[src/verilog/readout_pkg.sv]
package readout_pkg;

	typedef logic [11:0] sample_t;
	typedef logic [23:0] l1a_num_t;
	typedef logic [15:0] tx_word_t;
	typedef logic [14:0] crc_t;
	typedef logic [12:0] crc_data_t;
	typedef logic [4:0]  occ_t;
	typedef logic [6:0]  slot_t;

	typedef enum logic [1:0] {
		IDLE,
		SEND,
		DONE
	} seq_state_t;

	localparam tx_word_t MARKER_WORD = 16'h700C;
	localparam tx_word_t CLOSE_WORD = 16'h7FFF;
	localparam logic [3:0] STATUS_NIBBLE = 4'h7;
	localparam int HDR_WORDS = 2; // Trigger number high, low
	localparam int TRL_WORDS = 4; // CRC, marker, status, close

	// One CRC-15 step over 13 data bits
	function automatic crc_t crc15_d13(input crc_data_t d, input crc_t c);
		crc_t n;
		int i;
		n[0] = d[0] ^ c[2];
		for (i = 1; i <= 12; i++) begin
			n[i] = d[i-1] ^ d[i] ^ c[i+1] ^ c[i+2];
		end
		n[13] = d[12] ^ c[14] ^ c[0];
		n[14] = c[1];
		return n;
	endfunction

endpackage
[src/verilog/eth_readout.sv]
`timescale 1ns/10ps
module eth_readout #(
	parameter int SAMPLES_PER_EVT = 8,
	parameter int SMP_DEPTH_LOG2 = 5,
	parameter int L1A_DEPTH_LOG2 = 4,
	parameter int AMT_LEVEL = 4,
	parameter int AFL_LEVEL = 28
)(
	input  logic                  RCLK,
	input  logic                  RST_RESYNC,
	input  logic                  smp_wr_en_i,
	input  readout_pkg::sample_t  smp_data_i,
	input  logic                  smp_ovlp_i,
	input  logic                  l1a_wr_en_i,
	input  readout_pkg::l1a_num_t l1a_num_i,
	input  logic                  warn_i,
	input  logic                  txack_i,
	output readout_pkg::tx_word_t txd_o,
	output logic                  txd_valid_o,
	output logic                  evt_buf_amt_o,
	output logic                  evt_buf_afl_o
);

	import readout_pkg::*;

	logic [SMP_DEPTH_LOG2:0] smp_count;
	logic [L1A_DEPTH_LOG2:0] l1a_count;
	sample_t smp_head_data;
	logic smp_head_ovlp;
	l1a_num_t l1a_head_num;
	logic l1a_head_warn;
	logic adv;
	slot_t slot;
	logic first_slot;
	logic smp_rd;
	logic l1a_rd;

	sync_fifo #(
		.WIDTH(13),
		.DEPTH_LOG2(SMP_DEPTH_LOG2),
		.AMT_LEVEL(AMT_LEVEL),
		.AFL_LEVEL(AFL_LEVEL)
	) smp_fifo (
		.RCLK(RCLK),
		.RST_RESYNC(RST_RESYNC),
		.wr_en_i(smp_wr_en_i),
		.din_i({smp_ovlp_i, smp_data_i}),
		.rd_en_i(smp_rd),
		.dout_o({smp_head_ovlp, smp_head_data}),
		.count_o(smp_count),
		.amt_o(evt_buf_amt_o),
		.afl_o(evt_buf_afl_o)
	);

	sync_fifo #(
		.WIDTH(25),
		.DEPTH_LOG2(L1A_DEPTH_LOG2),
		.AMT_LEVEL(0),
		.AFL_LEVEL(2**L1A_DEPTH_LOG2)
	) l1a_fifo (
		.RCLK(RCLK),
		.RST_RESYNC(RST_RESYNC),
		.wr_en_i(l1a_wr_en_i),
		.din_i({warn_i, l1a_num_i}),
		.rd_en_i(l1a_rd),
		.dout_o({l1a_head_warn, l1a_head_num}),
		.count_o(l1a_count), // Also the status occupancy
		.amt_o(),
		.afl_o()
	);

	frame_seq #(
		.SAMPLES_PER_EVT(SAMPLES_PER_EVT),
		.SMP_DEPTH_LOG2(SMP_DEPTH_LOG2),
		.L1A_DEPTH_LOG2(L1A_DEPTH_LOG2)
	) seq_i (
		.RCLK(RCLK),
		.RST_RESYNC(RST_RESYNC),
		.smp_count_i(smp_count),
		.l1a_count_i(l1a_count),
		.txack_i(txack_i),
		.adv_o(adv),
		.slot_o(slot),
		.first_slot_o(first_slot),
		.smp_rd_o(smp_rd),
		.l1a_rd_o(l1a_rd)
	);

	frame_builder #(
		.SAMPLES_PER_EVT(SAMPLES_PER_EVT)
	) bld_i (
		.RCLK(RCLK),
		.RST_RESYNC(RST_RESYNC),
		.txack_i(txack_i),
		.adv_i(adv),
		.slot_i(slot),
		.first_slot_i(first_slot),
		.l1a_num_i(l1a_head_num),
		.warn_i(l1a_head_warn),
		.l1a_occ_i(occ_t'(l1a_count)),
		.smp_data_i(smp_head_data),
		.smp_ovlp_i(smp_head_ovlp),
		.txd_o(txd_o),
		.txd_valid_o(txd_valid_o)
	);

endmodule

[src/verilog/frame_builder.sv]
`timescale 1ns/10ps
module frame_builder #(
	parameter int SAMPLES_PER_EVT = 8
)(
	input  logic                  RCLK,
	input  logic                  RST_RESYNC,
	input  logic                  txack_i,
	input  logic                  adv_i,
	input  readout_pkg::slot_t    slot_i,
	input  logic                  first_slot_i,
	input  readout_pkg::l1a_num_t l1a_num_i,
	input  logic                  warn_i,
	input  readout_pkg::occ_t     l1a_occ_i,
	input  readout_pkg::sample_t  smp_data_i,
	input  logic                  smp_ovlp_i,
	output readout_pkg::tx_word_t txd_o,
	output logic                  txd_valid_o
);

	import readout_pkg::*;

	localparam slot_t HDR_LOW = slot_t'(HDR_WORDS - 1);
	localparam slot_t TRL_CRC = slot_t'(HDR_WORDS + SAMPLES_PER_EVT);
	localparam slot_t TRL_MARK = slot_t'(HDR_WORDS + SAMPLES_PER_EVT + 1);
	localparam slot_t TRL_STAT = slot_t'(HDR_WORDS + SAMPLES_PER_EVT + 2);
	localparam slot_t TRL_CLOSE = slot_t'(HDR_WORDS + SAMPLES_PER_EVT + 3);

	tx_word_t word1;
	slot_t slot1;
	crc_t crc;
	logic valid1;

	// Stage 1 word format
	always_ff @(posedge RCLK) begin
		if (adv_i) begin
			slot1 <= slot_i;
			if (slot_i == '0) begin
				word1 <= {4'h0, l1a_num_i[23:12]};
			end else if (slot_i == HDR_LOW) begin
				word1 <= {4'h0, l1a_num_i[11:0]};
			end else begin
				word1 <= {1'b0, ~smp_ovlp_i, 2'b00, smp_data_i};
			end
			// CRC trails the word register by one slot
			if (first_slot_i) begin
				crc <= '0;
			end else begin
				crc <= crc15_d13(crc_data_t'(word1[12:0]), crc);
			end
		end
	end

	// Stage 2 trailer insertion
	always_ff @(posedge RCLK) begin
		if (txack_i) begin
			case (slot1)
				TRL_CRC:   txd_o <= {1'b0, crc};
				TRL_MARK:  txd_o <= MARKER_WORD;
				TRL_STAT:  txd_o <= {STATUS_NIBBLE, l1a_num_i[5:0], l1a_occ_i, warn_i};
				TRL_CLOSE: txd_o <= CLOSE_WORD;
				default:   txd_o <= word1;
			endcase
		end
	end

	always_ff @(posedge RCLK or posedge RST_RESYNC) begin
		if (RST_RESYNC) begin
			valid1 <= 1'b0;
			txd_valid_o <= 1'b0;
		end else if (txack_i) begin
			valid1 <= adv_i;
			txd_valid_o <= valid1;
		end else begin
			txd_valid_o <= 1'b0; // Word already shown, hold data only
		end
	end

endmodule

[src/verilog/frame_seq.sv]
`timescale 1ns/10ps
module frame_seq #(
	parameter int SAMPLES_PER_EVT = 8,
	parameter int SMP_DEPTH_LOG2 = 5,
	parameter int L1A_DEPTH_LOG2 = 4
)(
	input  logic                      RCLK,
	input  logic                      RST_RESYNC,
	input  logic [SMP_DEPTH_LOG2:0]   smp_count_i,
	input  logic [L1A_DEPTH_LOG2:0]   l1a_count_i,
	input  logic                      txack_i,
	output logic                      adv_o,
	output readout_pkg::slot_t        slot_o,
	output logic                      first_slot_o,
	output logic                      smp_rd_o,
	output logic                      l1a_rd_o
);

	import readout_pkg::*;

	localparam slot_t SMP_FIRST = slot_t'(HDR_WORDS);
	localparam slot_t SMP_END = slot_t'(HDR_WORDS + SAMPLES_PER_EVT);
	localparam slot_t LAST_SLOT = slot_t'(HDR_WORDS + SAMPLES_PER_EVT + TRL_WORDS - 1);

	seq_state_t state;
	seq_state_t state_nxt;
	slot_t slot;
	logic start;
	logic last;

	// A trigger is queued and its samples are all buffered
	assign start = (l1a_count_i != '0) && (smp_count_i >= SAMPLES_PER_EVT);
	assign last = (slot == LAST_SLOT);

	always_comb begin
		state_nxt = state;
		case (state)
			IDLE: begin
				if (start) state_nxt = SEND;
			end
			SEND: begin
				if (adv_o && last) state_nxt = DONE;
			end
			DONE: begin
				state_nxt = IDLE; // Trigger popped here
			end
			default: begin
				state_nxt = IDLE;
			end
		endcase
	end

	always_ff @(posedge RCLK or posedge RST_RESYNC) begin
		if (RST_RESYNC) begin
			state <= IDLE;
			slot <= '0;
		end else begin
			state <= state_nxt;
			if (state != SEND) begin
				slot <= '0;
			end else if (adv_o) begin
				slot <= slot + 1'b1;
			end
		end
	end

	// One slot per cycle with transmitter ack
	assign adv_o = (state == SEND) && txack_i;
	assign slot_o = slot;
	assign first_slot_o = (slot == '0);
	assign smp_rd_o = adv_o && (slot >= SMP_FIRST) && (slot < SMP_END);
	assign l1a_rd_o = (state == DONE);

endmodule

[src/verilog/sync_fifo.sv]
`timescale 1ns/10ps
module sync_fifo #(
	parameter int WIDTH = 13,
	parameter int DEPTH_LOG2 = 5,
	parameter int AMT_LEVEL = 4,
	parameter int AFL_LEVEL = 28
)(
	input  logic                  RCLK,
	input  logic                  RST_RESYNC,
	input  logic                  wr_en_i,
	input  logic [WIDTH-1:0]      din_i,
	input  logic                  rd_en_i,
	output logic [WIDTH-1:0]      dout_o,
	output logic [DEPTH_LOG2:0]   count_o,
	output logic                  amt_o,
	output logic                  afl_o
);

	localparam int DEPTH = 2**DEPTH_LOG2;

	logic [WIDTH-1:0] mem [DEPTH];
	logic [DEPTH_LOG2-1:0] wr_ptr;
	logic [DEPTH_LOG2-1:0] rd_ptr;
	logic full;
	logic do_wr;
	logic do_rd;

	assign full = (count_o == DEPTH);
	assign do_rd = rd_en_i && (count_o != '0);
	assign do_wr = wr_en_i && (!full || do_rd); // Dropped when full

	always_ff @(posedge RCLK) begin
		if (do_wr) begin
			mem[wr_ptr] <= din_i;
		end
	end

	always_ff @(posedge RCLK or posedge RST_RESYNC) begin
		if (RST_RESYNC) begin
			wr_ptr <= '0;
			rd_ptr <= '0;
			count_o <= '0;
		end else begin
			if (do_wr) wr_ptr <= wr_ptr + 1'b1;
			if (do_rd) rd_ptr <= rd_ptr + 1'b1;
			case ({do_wr, do_rd})
				2'b10: count_o <= count_o + 1'b1;
				2'b01: count_o <= count_o - 1'b1;
				default: count_o <= count_o;
			endcase
		end
	end

	assign dout_o = mem[rd_ptr]; // Head word, show-ahead
	assign amt_o = (count_o <= AMT_LEVEL);
	assign afl_o = (count_o >= AFL_LEVEL);

endmodule

[config.mk]
export PLATFORM = sky130hd
export DESIGN_NAME = eth_readout
export DESIGN_NICKNAME = d
export VERILOG_FILES = /design/src/verilog/readout_pkg.sv /design/src/verilog/eth_readout.sv /design/src/verilog/frame_builder.sv /design/src/verilog/frame_seq.sv /design/src/verilog/sync_fifo.sv
export SDC_FILE = /design/constraint.sdc
export NUM_CORES = 1
export LEC_CHECK = 0
export ABC_CLOCK_PERIOD_IN_PS = 5300
export BUFFER_PORTS_ARGS = -buffer_cell sky130_fd_sc_hd__clkbuf_2
export CAP_MARGIN = 15
export CORE_UTILIZATION = 30
export DETAILED_ROUTE_END_ITERATION = 6
export PLACE_DENSITY_LB_ADDON = 0.1
export RECOVER_POWER = 25
export SLEW_MARGIN = 15
export SYNTH_ARGS = -nofsm -noshare
export SYNTH_HDL_FRONTEND = slang
export SYNTH_SLANG_ARGS = --single-unit
[constraint.sdc]
create_clock -name RCLK -period 5.3 [get_ports RCLK]
set_clock_uncertainty 0.15 [all_clocks]
set_input_delay 1.06 -clock RCLK [delete_from_list [all_inputs] [get_ports RCLK]]
set_output_delay 1.06 -clock RCLK [all_outputs]
set_load 0.05 [all_outputs]
==> metrics.md <==
| Metric | Value |
|---|---|
| Status | finished, violations left |
| Unrepaired setup endpoints after global routing | false |
| Max-cap violations | 2 |
| Die Span Y | 347.2 µm |
| Synth Register Bits | just over 900 |
| Die area | 0.1205 mm² |
| Post-DP HPWL | 58570 µm |
| Reg power frac | 0.445 |
| Ys async rst share | 0.04415 |
| Sequential share of the synthesized area | 0.7554 |
| Cell Area, Placed | 0.03819 mm² |
| EDFF count, synth | 866 |
| Fin. max-slew vios | 66 |
| Initial Util | 0.3028 |
| Primary FF master, synth | edfxtp_1 |
| Pre-antenna DRT Iters | 5 |
| Later-pin clock latency in the skew report | 0.69 ns |
| Row cnt | 126 |
| Synth Cell Area | 0.03575 mm² |
| Fin crit period | around 3.9 ns |
| Synth warnings | 0 |
| Hold_buf cts | 0 |
| Slowest stage delay, CP | 1.04 ns |
| Tcrit/Tclk final | 0.7441 |
| Setup violations, final | 0 |
| Total GRT Usage | 0.1588 |
| Global-route wire length before repair | 136200 µm |
| CTS Buf Count | 103 |
| DR WL/cell | 26.89 µm |
| CP max-delay cell | dfrtp_4 |
| Post-Syn Instances | ~1800 |
| Min-delay worst type | reg -> reg |
| Core ar. | 0.1181 mm² |
| Clock share of power | 0.333 |
| Pwr dens | 517.1 mW/mm² |
| Vias in the first global route | 18492 |
| Final wirelength | 95120 µm |
| H-tree Lvls | 3 |
| Overflow after GRT | 0 |
| Combinational Power Share | 0.222 |
| Final #Nets | 1983 |
| Share of cells above drive strength 1 | 0.2394 |
| Routed Antenna Nets | 0 |
| Worst Path Class, Setup | reg -> reg |
| Worst Tran Pin Value | 1.575 ns |
| Setup tns final | 0 ns |
| Failing checks | max-capacitance violations, max-slew violations |
| I/O pins | 62 |
| Clock buffer depth | 3 |
| Max VDD drop | 0.0004270 V |
| Slew margin rel. | -0.05030 |
| Largest net degree at the start of global routing | 52 |
| PortBufs | 60 |
| Total design power | 21.49 mW |
| Post-CTS setup repair buffer count | 0 |
| Int Pwr | 15.04 mW |
| Hold violation count in the final report | 0 |
| Cell-by-cell trace of the critical path | mux4_1 > mux2i_1 > mux2i_1 > a2111oi_1 > a311oi_1 |
| CP Data Arrival Time | 4.15 ns |
| Worst Setup End Kind | register |
| Yosys cell types | 64 |
| Syn Area/Cell | 20.24 µm² |
| Worst setup SP type | register |
| CTS Root Cell | clkbuf_16 |
| Via Count | approximately 17000 |
| Switching Fraction | 0.3001 |
| Post-cts resize count | 0 |
| Syn-to-layout area delta | 16.25% |
| Clock transition at path regs | 0.06 ns |
| Critical Path RT | 5.51 ns |
| Leakage | 13.23 nW |
| FMAX | 0.2536 GHz |
| DR vias/cell | between 4 and 5 |
| Sinks on Clock Net | approximately 900 |
| P_sw | 6.448 mW |
| Critical Path Most Common Cell | mux2i_1 |
| Util after Layout | 0.3520 |
| 1st-iter DRT viols | 1184 |
| CTS tree | yes |
| Post-route DRC | 0 |
| N_diodes | 0 |
| Crit-path max FO | 48 |
| Die width | 347.2 µm |
| Antenna violations before repair | 8 |
| Fill count | 10940 |
| Post-route cell area | 0.04156 mm² |
| Final RePlAce weighted congestion | 0.7511 |
| Syn nets | 1831 |
==> metal layers <==
layer,up-vias,track usage,wire [µm]
met1,9248,0.2058,41760
li1,7564,-,-
met3,112,0.02539,2707
met5,-,0,34
met4,6,0.03892,1925
met2,237,0.2764,48690
==> power groups by stage <==
stage	clock [mW]	sequential, mW	combinational, mW
6_report	7.16	9.56	4.77
5_1_grt	7.62	9.66	5.18
4_1_cts	7.36	9.59	4.95
3_5_place_dp	0	9.73	4.93
3_3_place_gp	0	9.71	4.89
2_1_floorplan	0	9.30	3.40
==> registers in the layout, indices dropped and copies added (netlist names) <==
name / count
bld_i.word1: 13
bld_i.crc: 15
seq_i.slot_o: 7
bld_i.txd_valid_o: 1
smp_fifo.rd_ptr: 5
l1a_fifo.wr_ptr: 4
bld_i.valid1: 1
smp_fifo.mem: 416
l1a_fifo.count_o: 5
bld_i.slot1: 7
smp_fifo.count_o: 6
smp_fifo.wr_ptr: 5
seq_i.state: 2
bld_i.txd_o: 15
l1a_fifo.mem: 400
l1a_fifo.rd_ptr: 4
==> worst max-delay path, delay by kind of cell, from the launching register on <==
family,cells,cell delay [ns]
muxes,3,1.17
AOI/OAI and AO/OA,2,1.16
DFF,1,1.04
==> cell type report <==
cell class                      count  area [µm²]  share of cell area
Inverter                           20       75.07            0.001806
Clock inverter                     55       591.8             0.01424
Tap cell                         1536        1922             0.04624
Clock buffer                      133        2816             0.06777
Sequential cell                   906       27020              0.6503
Multi-Input combinational cell    751        8259              0.1987
Timing Repair Buffer              136       869.6             0.02092
==> Yosys cell counts (17+ instances only) <==
master | n | area share
edfxtp_1 | 866 | 0.73
mux4_2 | 184 | 0.12
nor2_1 | 109 | 0.011
mux2i_1 | 56 | 0.016
xnor2_1 | 44 | 0.011
a22oi_1 | 41 | 0.0086
dfrtp_1 | 40 | 0.028
nand2_1 | 34 | 0.0036
a21oi_1 | 31 | 0.0043
clkbuf_1 | 30 | 0.0031
o21ai_0 | 29 | 0.0041
buf_2 | 27 | 0.0038
ha_1 | 20 | 0.0070
inv_1 | 20 | 0.0021
o22ai_1 | 17 | 0.0030
==> per-stage QoR <==
step	instances	worst slack, ns	hold WS, ns
detailed placement	3349	1.163	0.3026
global placement	3349	1.207	0.2857
floorplan	1766	0.9257	0.2727
global route	3537	1.128	0.3448
finish	3537	1.356	0.3108
CTS	3537	1.134	0.3137
==> path summary, 6_finish.rpt <==
path,from,slack [ns],cells after the start,end
max,smp_fifo.rd_ptr[0]$_DFFE_PP0N_,1.36,5,bld_i.word1[9]$_DFFE_PP_
min reg2reg,seq_i.state[1]$_DFFE_PP0P_,0.31,1,seq_i.state[0]$_DFFE_PP0P_
max in group asynchronous,RST_RESYNC,3.84,2,smp_fifo.rd_ptr[0]$_DFFE_PP0N_
min,seq_i.state[1]$_DFFE_PP0P_,0.31,1,seq_i.state[0]$_DFFE_PP0P_
min in group asynchronous,RST_RESYNC,0.44,2,seq_i.slot_o[0]$_DFFE_PP0P_
max reg2reg,smp_fifo.rd_ptr[0]$_DFFE_PP0N_,1.36,5,bld_i.word1[9]$_DFFE_PP_
==> layout by cell type, fill, tap and decap left out, types with 15 or more instances in the layout <==
master     instances
clkbuf_1          52
mux2i_1           56
o22ai_1           17
clkinv_2          17
a22oi_1           41
a21oi_1           31
o21ai_0           29
dfrtp_1           35
clkbuf_2          32
xnor2_1           44
edfxtp_1         866
buf_4             72
clkinv_1          20
ha_1              20
nor2b_1           15
clkbuf_16        108
nand2_1           34
inv_1             19
mux4_2           184
nor2_1            97
==> logic make-up (layout without fill, tap and decap cells) <==
| logic type | count (synthesis) | in the layout | share of synthesized area |
|---|---|---|---|
| buf+inv | 109 | 344 | 0.01666 |
| fa+ha+maj | 22 | 22 | 0.008120 |
| mux | 261 | 261 | 0.1416 |
| simple gates | 239 | 239 | 0.03171 |
| flops | 906 | 906 | 0.7554 |
| xor+xnor | 52 | 52 | 0.01274 |
| other cells | 1 | 1 | 0.0001049 |
| compound gates | 176 | 176 | 0.03367 |
Note: power is estimated with default switching activity, not from simulation.
